`src/rtl/flash_prot_pkg.sv`:
```
/* shared widths, page rights layout and operation codes for the info-page protection path
   two banks with one info partition each, seed and isolated pages are fixed in bank 0 */
`default_nettype none

package flash_prot_pkg;

  // bank organisation
  parameter int NumBanks = 2;
  parameter int BankW = 1;

  // each bank reserves ten page slots but only the lower eight are implemented
  parameter int InfosPerBank = 10;
  parameter int InfoPageW = 4;
  parameter int InfoPagesValid = 8;

  // page address with the bank index sitting above the page index
  typedef logic [BankW+InfoPageW-1:0] info_addr_t;

  // rights and attributes of one info page, indexed by the Cfg* positions below
  typedef logic [6:0] info_page_cfg_t;

  parameter int CfgEn = 0;
  parameter int CfgRd = 1;
  parameter int CfgProg = 2;
  parameter int CfgErase = 3;
  parameter int CfgScr = 4;
  parameter int CfgEcc = 5;
  parameter int CfgHe = 6;

  // attributes returned with a response
  // bit 0 is scramble, bit 1 is ECC and bit 2 is high endurance
  typedef logic [2:0] page_attr_t;

  // flash operation requested against a page
  typedef logic [1:0] flash_op_t;

  parameter flash_op_t OpRead = 2'd0;
  parameter flash_op_t OpProg = 2'd1;
  parameter flash_op_t OpErase = 2'd2;
  // code 3 has no operation behind it and is always refused

  // location of the privileged pages
  // all of them live in the seed bank
  parameter logic [BankW-1:0] SeedBank = 1'b0;
  parameter logic [InfoPageW-1:0] CreatorSeedPage = 4'd1;
  parameter logic [InfoPageW-1:0] OwnerSeedPage = 4'd2;
  parameter logic [InfoPageW-1:0] IsolatedPage = 4'd3;

  // counter for queue occupancy and response credits
  // three bits cover request queues of up to four entries
  typedef logic [2:0] credit_cnt_t;

endpackage

`default_nettype wire

```
`src/rtl/flash_access_check.sv`:
```
/* credit-based request queue, lookup stage and output register answering in request order
   the requester honours its ReqDepth credits, at most 7 response credits may be outstanding */
`timescale 1ns/1ps
`default_nettype none

module flash_access_check #(
  parameter int ReqDepth = 4
) (
  input  logic                       clk_i,
  input  logic                       reset_i,
  input  logic                       req_valid_i,
  input  flash_prot_pkg::info_addr_t req_addr_i,
  input  flash_prot_pkg::flash_op_t  req_op_i,
  output logic                       req_credit_o,
  input  flash_prot_pkg::info_page_cfg_t [flash_prot_pkg::InfosPerBank-1:0] bank0_cfgs_i,
  input  flash_prot_pkg::info_page_cfg_t [flash_prot_pkg::InfosPerBank-1:0] bank1_cfgs_i,
  input  logic                       resp_credit_i,
  output logic                       resp_valid_o,
  output logic                       resp_allow_o,
  output flash_prot_pkg::page_attr_t resp_attr_o
);

  import flash_prot_pkg::*;

  localparam int PtrW = (ReqDepth > 1) ? $clog2(ReqDepth) : 1;
  localparam logic [InfoPageW-1:0] SlotLimit = InfoPageW'(InfosPerBank);
  localparam logic [InfoPageW-1:0] ValidLimit = InfoPageW'(InfoPagesValid);

  // request queue
  info_addr_t  addr_mem [ReqDepth];
  flash_op_t   op_mem   [ReqDepth];
  logic [PtrW-1:0] wr_ptr_q, rd_ptr_q;
  credit_cnt_t count_q;
  logic push, pop;

  // permission of the queue head, worked out in the cycle it is popped
  info_addr_t     head_addr;
  flash_op_t      head_op;
  info_page_cfg_t head_cfg;
  logic           head_right, head_allow;
  page_attr_t     head_attr;

  // lookup stage, which only fills while the output register is stalled
  logic lk_valid_q, lk_allow_q;
  page_attr_t lk_attr_q;

  // output register and response credits
  logic out_valid_q, out_allow_q;
  page_attr_t out_attr_q;
  credit_cnt_t resp_cred_q;
  logic resp_fire, out_free;
  logic load_out_lk, load_out_head, load_lk;

  // a full queue cannot take a request, this only happens if the requester breaks the protocol
  assign push = req_valid_i && (count_q != credit_cnt_t'(ReqDepth));
  assign pop  = (count_q != '0) && !lk_valid_q;
  // each pop frees one entry and hands a credit back straight away
  assign req_credit_o = pop;

  always_ff @(posedge clk_i) begin
    if (reset_i) begin
      wr_ptr_q <= '0;
      rd_ptr_q <= '0;
      count_q  <= '0;
    end else begin
      if (push) begin
        wr_ptr_q <= (wr_ptr_q == PtrW'(ReqDepth - 1)) ? '0 : wr_ptr_q + 1'b1;
      end
      if (pop) begin
        rd_ptr_q <= (rd_ptr_q == PtrW'(ReqDepth - 1)) ? '0 : rd_ptr_q + 1'b1;
      end
      count_q <= count_q + credit_cnt_t'(push) - credit_cnt_t'(pop);
    end
  end

  always_ff @(posedge clk_i) begin
    if (push) begin
      addr_mem[wr_ptr_q] <= req_addr_i;
      op_mem[wr_ptr_q]   <= req_op_i;
    end
  end

  assign head_addr = addr_mem[rd_ptr_q];
  assign head_op   = op_mem[rd_ptr_q];

  // bank bit is the top of the address, page index below it
  always_comb begin
    head_cfg = '0;
    if (head_addr[InfoPageW-1:0] < SlotLimit) begin
      if (head_addr[InfoPageW +: BankW] == 1'b0) begin
        head_cfg = bank0_cfgs_i[head_addr[InfoPageW-1:0]];
      end else begin
        head_cfg = bank1_cfgs_i[head_addr[InfoPageW-1:0]];
      end
    end
    unique case (head_op)
      OpRead:  head_right = head_cfg[CfgRd];
      OpProg:  head_right = head_cfg[CfgProg];
      OpErase: head_right = head_cfg[CfgErase];
      default: head_right = 1'b0;
    endcase
    head_allow = (head_addr[InfoPageW-1:0] < ValidLimit) && head_cfg[CfgEn] && head_right;
    // a refused access reveals nothing about the page attributes
    head_attr = head_allow ? {head_cfg[CfgHe], head_cfg[CfgEcc], head_cfg[CfgScr]} : '0;
  end

  // the output register frees up when it is empty or its response leaves this cycle
  assign resp_fire = out_valid_q && (resp_cred_q != '0);
  assign out_free  = !out_valid_q || resp_fire;

  // the stalled lookup entry always goes first to keep the order
  assign load_out_lk   = lk_valid_q && out_free;
  assign load_out_head = !lk_valid_q && pop && out_free;
  assign load_lk       = !lk_valid_q && pop && !out_free;

  always_ff @(posedge clk_i) begin
    if (reset_i) begin
      lk_valid_q  <= 1'b0;
      out_valid_q <= 1'b0;
      resp_cred_q <= '0;
    end else begin
      if (load_out_lk) begin
        lk_valid_q <= 1'b0;
      end else if (load_lk) begin
        lk_valid_q <= 1'b1;
      end
      if (out_free) begin
        out_valid_q <= load_out_lk || load_out_head;
      end
      resp_cred_q <= resp_cred_q + credit_cnt_t'(resp_credit_i) - credit_cnt_t'(resp_fire);
    end
  end

  always_ff @(posedge clk_i) begin
    if (load_lk) begin
      lk_allow_q <= head_allow;
      lk_attr_q  <= head_attr;
    end
    if (load_out_lk) begin
      out_allow_q <= lk_allow_q;
      out_attr_q  <= lk_attr_q;
    end else if (load_out_head) begin
      out_allow_q <= head_allow;
      out_attr_q  <= head_attr;
    end
  end

  assign resp_valid_o = resp_fire;
  assign resp_allow_o = out_allow_q;
  assign resp_attr_o  = out_attr_q;

endmodule

`default_nettype wire

```
`src/rtl/flash_info_cfg.sv`:
```
/* combinational privilege filter for the info pages of one bank
   privilege inputs are expected to stay static while requests are in flight */
`timescale 1ns/1ps
`default_nettype none

module flash_info_cfg #(
  parameter logic [flash_prot_pkg::BankW-1:0] Bank = '0
) (
  input  flash_prot_pkg::info_page_cfg_t [flash_prot_pkg::InfosPerBank-1:0] cfgs_i,
  input  logic                                                               creator_seed_priv_i,
  input  logic                                                               owner_seed_priv_i,
  input  logic                                                               iso_flash_wr_en_i,
  input  logic                                                               iso_flash_rd_en_i,
  output flash_prot_pkg::info_page_cfg_t [flash_prot_pkg::InfosPerBank-1:0] cfgs_o
);

  import flash_prot_pkg::*;

  localparam int CfgW = $bits(info_page_cfg_t);

  // mask for the isolated page
  // enable and the attribute bits survive, access rights follow the isolation enables
  info_page_cfg_t iso_mask;

  always_comb begin
    iso_mask           = '0;
    iso_mask[CfgEn]    = 1'b1;
    iso_mask[CfgRd]    = iso_flash_rd_en_i;
    iso_mask[CfgProg]  = iso_flash_wr_en_i;
    iso_mask[CfgErase] = iso_flash_wr_en_i;
    iso_mask[CfgScr]   = 1'b1;
    iso_mask[CfgEcc]   = 1'b1;
    iso_mask[CfgHe]    = 1'b1;
  end

  for (genvar i = 0; i < InfosPerBank; i++) begin : gen_page
    localparam logic [InfoPageW-1:0] CurPage = InfoPageW'(i);

    if (i >= InfoPagesValid) begin : gen_invalid
      // no flash behind these slots
      assign cfgs_o[i] = '0;
    end else if (Bank == SeedBank && CurPage == CreatorSeedPage) begin : gen_creator
      // creator seed page is wiped unless the creator privilege is held
      assign cfgs_o[i] = cfgs_i[i] & {CfgW{creator_seed_priv_i}};
    end else if (Bank == SeedBank && CurPage == OwnerSeedPage) begin : gen_owner
      // same rule for the owner seed page under the owner privilege
      assign cfgs_o[i] = cfgs_i[i] & {CfgW{owner_seed_priv_i}};
    end else if (Bank == SeedBank && CurPage == IsolatedPage) begin : gen_isolated
      assign cfgs_o[i] = cfgs_i[i] & iso_mask;
    end else begin : gen_normal
      assign cfgs_o[i] = cfgs_i[i];
    end
  end

  // the other bank has no privileged pages
  // its privilege inputs and the isolation mask end in a dead sink
  if (Bank != SeedBank) begin : gen_tieoff
    logic [1:0]     unused_seed_privs;
    info_page_cfg_t unused_iso_mask;

    assign unused_seed_privs = {owner_seed_priv_i, creator_seed_priv_i};
    assign unused_iso_mask   = iso_mask;
  end

endmodule

`default_nettype wire

```
`src/rtl/flash_info_regs.sv`:
```
/* software-written page configuration with per-page write locks, cleared by reset
   writes to invalid slots or locked pages are silently dropped, no write response exists */
`timescale 1ns/1ps
`default_nettype none

module flash_info_regs (
  input  logic                           clk_i,
  input  logic                           reset_i,
  input  logic                           cfg_we_i,
  input  logic                           cfg_lock_i,
  input  flash_prot_pkg::info_addr_t     cfg_addr_i,
  input  flash_prot_pkg::info_page_cfg_t cfg_wdata_i,
  output flash_prot_pkg::info_page_cfg_t [flash_prot_pkg::InfosPerBank-1:0] bank0_cfgs_o,
  output flash_prot_pkg::info_page_cfg_t [flash_prot_pkg::InfosPerBank-1:0] bank1_cfgs_o
);

  import flash_prot_pkg::*;

  // write address split into its bank and page fields
  logic [BankW-1:0]     wr_bank;
  logic [InfoPageW-1:0] wr_page;

  // storage exists only for implemented pages
  info_page_cfg_t cfg_q  [NumBanks][InfoPagesValid];
  logic           lock_q [NumBanks][InfoPagesValid];

  // per-bank view including the unimplemented slots
  info_page_cfg_t [InfosPerBank-1:0] bank_cfgs [NumBanks];

  assign wr_bank = cfg_addr_i[InfoPageW +: BankW];
  assign wr_page = cfg_addr_i[InfoPageW-1:0];

  // a page only takes a write while its lock is clear
  // the lock flag is written together with the data, so it latches on the locking write
  always_ff @(posedge clk_i) begin
    if (reset_i) begin
      for (int b = 0; b < NumBanks; b++) begin
        for (int p = 0; p < InfoPagesValid; p++) begin
          cfg_q[b][p]  <= '0;
          lock_q[b][p] <= 1'b0;
        end
      end
    end else if (cfg_we_i) begin
      // page numbers 8 to 15 never match a stored page and fall away here
      for (int b = 0; b < NumBanks; b++) begin
        for (int p = 0; p < InfoPagesValid; p++) begin
          if (wr_bank == BankW'(b) && wr_page == InfoPageW'(p) && !lock_q[b][p]) begin
            cfg_q[b][p]  <= cfg_wdata_i;
            lock_q[b][p] <= cfg_lock_i;
          end
        end
      end
    end
  end

  // invalid slots read back as zero
  for (genvar b = 0; b < NumBanks; b++) begin : gen_bank
    for (genvar p = 0; p < InfosPerBank; p++) begin : gen_slot
      if (p < InfoPagesValid) begin : gen_valid
        assign bank_cfgs[b][p] = cfg_q[b][p];
      end else begin : gen_invalid
        assign bank_cfgs[b][p] = '0;
      end
    end
  end

  assign bank0_cfgs_o = bank_cfgs[0];
  assign bank1_cfgs_o = bank_cfgs[1];

endmodule

`default_nettype wire

```
`src/rtl/flash_prot_top.sv`:
```
/* info-page protection path for two flash banks with one info partition each
   privilege inputs may only change while no request is outstanding */
`timescale 1ns/1ps
`default_nettype none

module flash_prot_top #(
  parameter int ReqDepth = 4
) (
  input  logic                           clk_i,
  input  logic                           reset_i,
  // configuration write port
  input  logic                           cfg_we_i,
  input  flash_prot_pkg::info_addr_t     cfg_addr_i,
  input  flash_prot_pkg::info_page_cfg_t cfg_wdata_i,
  input  logic                           cfg_lock_i,
  // static privilege levels
  input  logic                           creator_seed_priv_i,
  input  logic                           owner_seed_priv_i,
  input  logic                           iso_flash_rd_en_i,
  input  logic                           iso_flash_wr_en_i,
  // request channel
  input  logic                           req_valid_i,
  input  flash_prot_pkg::info_addr_t     req_addr_i,
  input  flash_prot_pkg::flash_op_t      req_op_i,
  output logic                           req_credit_o,
  // response channel
  input  logic                           resp_credit_i,
  output logic                           resp_valid_o,
  output logic                           resp_allow_o,
  output flash_prot_pkg::page_attr_t     resp_attr_o
);

  import flash_prot_pkg::*;

  // raw configuration from software and the view after privilege filtering
  info_page_cfg_t [InfosPerBank-1:0] reg_bank0_cfgs, reg_bank1_cfgs;
  info_page_cfg_t [InfosPerBank-1:0] flt_bank0_cfgs, flt_bank1_cfgs;

  flash_info_regs flash_info_regs_i (
    .clk_i        (clk_i),
    .reset_i      (reset_i),
    .cfg_we_i     (cfg_we_i),
    .cfg_lock_i   (cfg_lock_i),
    .cfg_addr_i   (cfg_addr_i),
    .cfg_wdata_i  (cfg_wdata_i),
    .bank0_cfgs_o (reg_bank0_cfgs),
    .bank1_cfgs_o (reg_bank1_cfgs)
  );

  // bank 0 carries the seed and isolated pages
  flash_info_cfg #(
    .Bank (1'b0)
  ) flash_info_cfg_bank0_i (
    .cfgs_i              (reg_bank0_cfgs),
    .creator_seed_priv_i (creator_seed_priv_i),
    .owner_seed_priv_i   (owner_seed_priv_i),
    .iso_flash_wr_en_i   (iso_flash_wr_en_i),
    .iso_flash_rd_en_i   (iso_flash_rd_en_i),
    .cfgs_o              (flt_bank0_cfgs)
  );

  flash_info_cfg #(
    .Bank (1'b1)
  ) flash_info_cfg_bank1_i (
    .cfgs_i              (reg_bank1_cfgs),
    .creator_seed_priv_i (creator_seed_priv_i),
    .owner_seed_priv_i   (owner_seed_priv_i),
    .iso_flash_wr_en_i   (iso_flash_wr_en_i),
    .iso_flash_rd_en_i   (iso_flash_rd_en_i),
    .cfgs_o              (flt_bank1_cfgs)
  );

  flash_access_check #(
    .ReqDepth (ReqDepth)
  ) flash_access_check_i (
    .clk_i         (clk_i),
    .reset_i       (reset_i),
    .req_valid_i   (req_valid_i),
    .req_addr_i    (req_addr_i),
    .req_op_i      (req_op_i),
    .req_credit_o  (req_credit_o),
    .bank0_cfgs_i  (flt_bank0_cfgs),
    .bank1_cfgs_i  (flt_bank1_cfgs),
    .resp_credit_i (resp_credit_i),
    .resp_valid_o  (resp_valid_o),
    .resp_allow_o  (resp_allow_o),
    .resp_attr_o   (resp_attr_o)
  );

endmodule

`default_nettype wire

```
`config.mk`:
```
export PLATFORM = sky130hd
export DESIGN_NAME = flash_prot_top
export DESIGN_NICKNAME = d
export VERILOG_FILES = /design/src/rtl/flash_prot_pkg.sv /design/src/rtl/flash_access_check.sv /design/src/rtl/flash_info_cfg.sv /design/src/rtl/flash_info_regs.sv /design/src/rtl/flash_prot_top.sv
export SDC_FILE = /design/constraint.sdc
export NUM_CORES = 1
export LEC_CHECK = 0
export ABC_AREA = 0
export BUFFER_PORTS_ARGS = -buffer_cell sky130_fd_sc_hd__buf_2
export CAP_MARGIN = 10
export CORE_MARGIN = 10
export CORE_UTILIZATION = 30
export CTS_BUF_LIST = sky130_fd_sc_hd__clkbuf_8 sky130_fd_sc_hd__clkbuf_16
export CTS_CLUSTER_SIZE = 8
export DETAILED_ROUTE_END_ITERATION = 10
export SYNTH_ARGS = -nofsm -noshare
export SYNTH_HDL_FRONTEND = slang
export SYNTH_SLANG_ARGS = --single-unit
```
`constraint.sdc`:
```
create_clock -name clk_i -period 3.73 [get_ports clk_i]
set_input_delay 0.5595 -clock clk_i [delete_from_list [all_inputs] [get_ports clk_i]]
set_output_delay 0.5595 -clock clk_i [all_outputs]
set_load 0.005 [all_outputs]
```
==> summary.md, run 1 <==
| Metric | Value |
|---|---|
| Status | finished clean |
| Skew-Pair Late Insertion Delay | about 0.43 ns |
| Int Power | about 4 mW |
| Average size of a mapped cell | between 10 and 15 um2 |
| Max Fclk | 327.5 MHz |
| Min cycle time layout | roughly 3.1 ns |
| Slowest-stage cell, CP | mux4_2 |
| Logic gate share of total power | 0.276 |
| Final setup vio count | 0 |
| Crit Path Category | reg -> reg |
| Worst path bufs/invs | 2 |
| Clock Tree Root | clkbuf_16 |
| Post-synthesis mux area share | 0.1009 |
| Synth warnings | 0 |
| Synth Area in Compound Gates | 0.04466 |
| Layout fillers | approximately 2500 |
| RSZ-0062 raised after global routing | false |
| P per Cell Area | roughly 640 nW/um2 |
| Core Area | roughly 26000 um2 |
| Row Count | 59 |
| Worst path max stage delay | 0.89 ns |
| CTS HTree Levels | 4 |
| Synth Area in Simple Gates | 0.1467 |
| Hold_ws | ~0.35 ns |
| Hold Violations, Final | 0 |
| Final clock period utilization by the worst path | 0.8187 |
| Final #Nets | about 650 |
| Ports | 35 |
| Clock skew | a little under 0.009 ns |
| Crit-path max FO | 30 |
| CP required | about 3.9 ns |
| Adder-cell share of the synthesized area | 0.01939 |
| Maximum VDD drop | about 0.34 mV |
| Via/cell ratio | ~4.7 |
| CTS tree | yes |
| Max-slew headroom | 0.3942 |
| GR Util All Layers | 0.1014 |
| Detailed Routing Iterations Pass 1 | 4 |
| Total congestion overflow | 0 |
| Largest family of logic cells by synthesized area | simple AND/OR/NAND/NOR gates |
| Via Count | approximately 4500 |
| Worst Setup End Kind | flop |
| Routed Antenna Nets | 0 |
| Number of global-route vias before repair | about 4600 |
| Critical Path, Cell by Cell | mux4_2 > buf_4 > mux2i_1 > mux2i_1 > mux2i_1 > o32ai_1 > nand3_2 > inv_2 > and2_1 |
| Post-synth top area share | 0.6256 |
| Most area-hungry cell type in the Yosys netlist | edfxtp_1 |
| Synthesis-stage register bit count | 178 |
| Final GP Congestion | 0.7897 |
| Ranking of synthesized cells by area | edfxtp_1, mux2i_1, and2_1, dfxtp_1, nand2_1 |
| Drt total wl | 16.79 mm |
| Starting Density | 0.3038 |
| Reg area | around 5200 um2 |
| Cell area after synthesis | ~8000 um2 |
| Switching fraction of total power | 0.3036 |
| Die Wd | between 150 and 200 um |
| Mapped Cells | approximately 560 |
| First-pass GRT wire length | approximately 26 mm |
| Most common cell in the synthesized netlist | edfxtp_1 |
| Setup tns final | 0 ns |
| CTS buffer count | 17 |
| Worst EP arrival | around 3.2 ns |
| Register share of total power | 0.432 |
| Die ar. | approximately 33000 um2 |
| Max Cap Viol | 0 |
| Max-slew violations | 0 |
| Netlist cell types | between 40 and 50 |
| Crit-path most repeated cell | mux2i_1 |
| Post-CTS Setup Bufs | 0 |
| Largest net degree at the start of global routing | 31 |
| Clk sinks | approximately 180 |
| Multi-input logic area | 2496 um2 |
| Post-CTS sizing | 0 |
| Synth async-reset ratio | 0 |
| Die Y-Extent | 182.0 um |
| Worst Setup Start Kind | flop |
| Most common flop cell mapped by yosys | edfxtp_1 |
| Most instantiated cells after synthesis | edfxtp_1, and2_1, mux2i_1, nand2_1, nor2_1 |
| Number of enable flip-flop cells after synthesis | about 160 |
| P&R area growth vs syn | 14.30% |
| Leakage Power | roughly 3.4 nW |
| DRC | 0 |
| Top delay family on crit path | multiplexers |
| Initial DRC Count | between 200 and 250 |
| Layout cells sized above 1 | 0.1484 |
| Buffers on Ports | 34 |
| Initial antenna violation count | 1 |
| Max Root-Sink Buffers | 2 |
| Post-Syn Nets | between 500 and 600 |
| Reg clk slew, reported paths | ~0.06 ns |
| Clk pwr share | 0.293 |
| NetSw | ~1.7 mW |
| Synth Area in XOR/XNOR | 0.004450 |
| Routed wire per std cell | between 15 and 20 um |
| Worst-margin pin slew | approximately 0.91 ns |
| Sequential fraction of the synthesis area | 0.6612 |
| Count of hold buffers inserted by post-cts repair | 0 |
| HP Class | in -> reg |
| HPWL Detailed | 12.07 mm |
[cell families (layout without fill, tap and decap cells)]
| kind of cell | after synthesis | count (layout) |
|---|---|---|
| multiplexers | 70 | 70 |
| buffers and inverters | 31 | 92 |
| AND/OR/NAND/NOR | 215 | 215 |
| other | 0 | 1 |
| AO/OA/AOI/OAI | 50 | 50 |
| XOR/XNOR | 4 | 4 |
| flip-flops | 178 | 178 |
| adder cells (fa/ha/maj) | 11 | 11 |
[routing by layer]
layer / vias up / routed length [um] / GRT usage
met5: - / 7 / 0
met1: 2222 / 7674 / 0.1304
met3: 20 / 767 / 0.01849
li1: 2176 / - / -
met2: 70 / 8087 / 0.1642
met4: 2 / 251 / 0.04230
[final cells by class]
cell class,count,area share
clock buffers,17,0.04727
repair buffers,49,0.03142
well taps,335,0.04658
flip-flops and latches,178,0.5784
clock inverters,15,0.01404
multi-input cells,350,0.2774
inverters,11,0.004588
diodes,1,0.0002781
[final timing paths]
| path | cells past startpoint | slack (ns) | end | startpoint |
|---|---|---|---|---|
| worst max-delay path | 9 | 0.68 | flash_access_check_i.lk_attr_q[2] | flop |
| worst min-delay path | 1 | 0.35 | flash_access_check_i.op_mem[0][0] | req_op_i[0] |
| worst max register to register | 9 | 0.68 | flash_access_check_i.lk_attr_q[2] | flop |
| worst min register to register | 2 | 0.51 | flash_access_check_i.rd_ptr_q[1] | flash_access_check_i.rd_ptr_q[1] |
[power groups by stage]
stage	Clock, mW	Sequential (mW)	Combinational (mW)
final	1.68	2.48	1.58
after floorplan	0	2.49	1.28
after global placement	0	2.52	1.59
after global routing	1.79	2.50	1.76
after CTS	1.71	2.48	1.61
after detailed placement	0	2.52	1.60
[layout by cell type, fill, tap and decap left out, types with 8 or more instances in the layout]
master / count
nand2_1: 50
nor3_1: 13
buf_2: 34
inv_1: 11
dfxtp_1: 14
clkbuf_16: 17
and2_1: 84
ha_1: 9
nor2_1: 22
buf_4: 15
nand3_1: 13
o211ai_1: 8
mux2i_1: 58
edfxtp_1: 164
[per-stage QoR]
step / cell area (um2) / util / total power, mW / worst slack [ns] / std cells
floorplan: 7873 / - / 3.767 / 1.385 / 559
global placement: 8444 / 0.3259 / 4.111 / 0.7897 / 923
detailed placement: 8444 / 0.3259 / 4.128 / 0.7297 / 923
CTS: 8996 / 0.3472 / 5.801 / 0.6975 / 955
global route: 8996 / 0.3472 / 6.059 / 0.5323 / 955
finish: 8999 / 0.3473 / 5.747 / 0.6761 / 956
[registers in the layout (all words and copies together) (netlist names), 2 cells and up, named ones only]
signal,flops
flash_access_check_i.op_mem,8
flash_access_check_i.rd_ptr_q,2
flash_info_regs_i.cfg_q,112
flash_info_regs_i.lock_q,16
flash_access_check_i.count_q,3
flash_access_check_i.lk_attr_q,3
flash_access_check_i.addr_mem,20
flash_access_check_i.resp_cred_q,3
flash_access_check_i.resp_attr_o,3
flash_access_check_i.wr_ptr_q,2
(Power assumes the default switching activity.)
==> inputs of run 2 (changes only) <==
==> constraint.sdc (replaced) <==
create_clock -name clk_i -period 2.8 [get_ports clk_i]
set_input_delay 0.42 -clock clk_i [delete_from_list [all_inputs] [get_ports clk_i]]
set_output_delay 0.42 -clock clk_i [all_outputs]
set_load 0.005 [all_outputs]
==> run 2 against run 1 <==
Net effect: register-to-register slack worse by 0.54 ns; sequential cell count is the same; cell count is 2.0% higher; hold slack got worse by 0.15 ns; die area unchanged; clock-buffer cell count stayed put; sequential power grew 32%; design area rose by 3.0%; non-clock buffer count rose by 20; critical path depth increased by 1; core utilization up 1.1 points; critical path type unchanged.
==> summary.md, run 2 (synthesized netlist as in run 1, its figures left out) <==
| Metric | Value |
|---|---|
| CP required | between 2 and 3 ns |
| Most flops, register | flash_info_regs_i.cfg_q |
| Inserted Diodes | 0 |
| Hold_ws | 0.1979 ns |
| Most frequent cells in the layout | edfxtp_1, and2_1, mux2i_1 |
| Max-slew headroom | 0.6568 |
| Register share of total power | 0.414 |
| Final core occ | 0.3578 |
| Max reg flops | ~110 |
| Top Registers | flash_info_regs_i.cfg_q x112, flash_access_check_i.addr_mem x20, flash_info_regs_i.lock_q x16 |
| Count of hold buffers inserted by post-cts repair | 0 |
| Max Cap Viol | 0 |
| Slowest-stage cell, CP | mux4_2 |
| Total congestion overflow | 0 |
| HP Class | in -> reg |
| Final clock period utilization by the worst path | 0.9526 |
| NetSw | ~2.5 mW |
| Min cycle time layout | ~2.7 ns |
| P per Cell Area | 855.0 nW/um2 |
| Worst EP arrival | 2.86 ns |
| Die Y-Extent | about 180 um |
| Skew-Pair Late Insertion Delay | approximately 0.43 ns |
| CTS buffer count | 17 |
| R2R Setup Slk | ~0.13 ns |
| Starting Density | 0.3038 |
| P&R area growth vs syn | 17.77% |
| Final #Nets | ~670 |
| Worst-margin pin slew | just over 0.5 ns |
| First-pass GRT wire length | 26.36 mm |
| Routed wire per std cell | about 18 um |
| DRC | 0 |
| HPWL Detailed | approximately 12 mm |
| Via/cell ratio | roughly 4.7 |
| Max Fclk | between 300 and 400 MHz |
| Worst path max stage delay | roughly 0.61 ns |
| Row Count | 59 |
| Crit-path max FO | 23 |
| Area after DPL | 8642 um2 |
| Hold Violations, Final | 0 |
| Leakage Power | ~3.5 nW |
| Die ar. | between 30000 and 40000 um2 |
| Final Non-Filler Cells | 975 |
| Int Power | between 5 and 6 mW |
| Final GP Congestion | between 0.7 and 0.8 |
| Worst Setup Start Kind | flop |
| Max-slew violations | 0 |
| Worst Setup End Kind | flop |
| Core Area | approximately 26000 um2 |
| Buffers on Ports | 34 |
| Top delay family on crit path | simple AND/OR/NAND/NOR gates |
| Clock Tree Root | clkbuf_16 |
| Ports | 35 |
| Final setup vio count | 0 |
| Reg clk slew, reported paths | about 0.07 ns |
| Final instance area | roughly 9000 um2 |
| Via Count | 4556 |
| Die Wd | ~180 um |
| GR Util All Layers | 0.1029 |
| Switching fraction of total power | 0.3205 |
| Layout cells sized above 1 | 0.1922 |
| Dpl cells | approximately 940 |
| Initial antenna violation count | 0 |
| Routed Antenna Nets | 0 |
| Initial DRC Count | around 260 |
| Maximum VDD drop | 0.5065 mV |
| CTS tree | yes |
| Status | finished clean |
| CTS HTree Levels | 4 |
| Largest net degree at the start of global routing | 51 |
| Critical Path, Cell by Cell | buf_6 > mux4_2 > buf_4 > nand2_1 > o22ai_1 > nor4b_2 > nor4_2 > nand3_2 > inv_2 > and2_1 |
| Crit Path Category | reg -> reg |
| Clk pwr share | 0.286 |
| Drt total wl | approximately 17 mm |
| Setup tns final | 0 ns |
| Logic gate share of total power | 0.300 |
| Clk sinks | about 180 |
| Most common cell after layout, fill and taps aside | edfxtp_1 |
| Clock skew | roughly 0.017 ns |
| Max Root-Sink Buffers | 2 |
| Worst path bufs/invs | 3 |
| Number of global-route vias before repair | roughly 4600 |
| Detailed Routing Iterations Pass 1 | 4 |
-- run 2: metrics by stage --
step	setup WS [ns]	power, mW
floorplan	0.4554	5.018
global placement	0.09172	5.593
detailed placement	0.05823	5.632
CTS	0.04084	7.893
global route	-0.01693	8.305
finish	0.1327	7.927
-- run 2: cell type report --
cell class	instances	area, um2
repair buffers	69	516.7
well taps	335	419.2
flip-flops and latches	178	5205
clock buffers	17	425.4
clock inverters	15	141.4
fillers	2443	16640
inverters	11	41.29
multi-input cells	350	2522
-- run 2: final timing paths --
path                                    startpoint                                end  cells after the start
setup / recovery                              flop  flash_access_check_i.lk_attr_q[2]                     10
hold / removal                         req_op_i[1]  flash_access_check_i.op_mem[2][1]                      1
setup reg to reg                              flop  flash_access_check_i.lk_attr_q[2]                     10
hold reg to reg   flash_access_check_i.rd_ptr_q[1]                               flop                      2
-- run 2: worst reg2reg max path, cell delays in order, from the launching register on --
cell and delay (ns):
dfxtp_1 0.37, buf_6 0.16, mux4_2 0.61, buf_4 0.27
nand2_1 0.15, o22ai_1 0.13, nor4b_2 0.29, nor4_2 0.09
nand3_2 0.16, inv_2 0.07, and2_1 0.13
-- run 2: layer usage --
layer	part of all wire	up-vias	track usage
met5	0	-	0
met2	0.48	75	0.1647
li1	-	2208	-
met3	0.035	22	0.01849
met4	0.018	0	0.04784
met1	0.47	2251	0.1321
-- run 2: power by group through the flow --
stage | sequential (mW) | clock, mW | combinational, mW
after global routing | 3.31 | 2.42 | 2.58
final | 3.28 | 2.27 | 2.38
after global placement | 3.34 | 0 | 2.26
after detailed placement | 3.34 | 0 | 2.29
after CTS | 3.28 | 2.31 | 2.30
after floorplan | 3.31 | 0 | 1.71
-- run 2: what timing repair did --
action                     4_1_cts  5_1_grt
setup buffers                    0        1
resized for setup                0        5
setup endpoints to repair        0        7
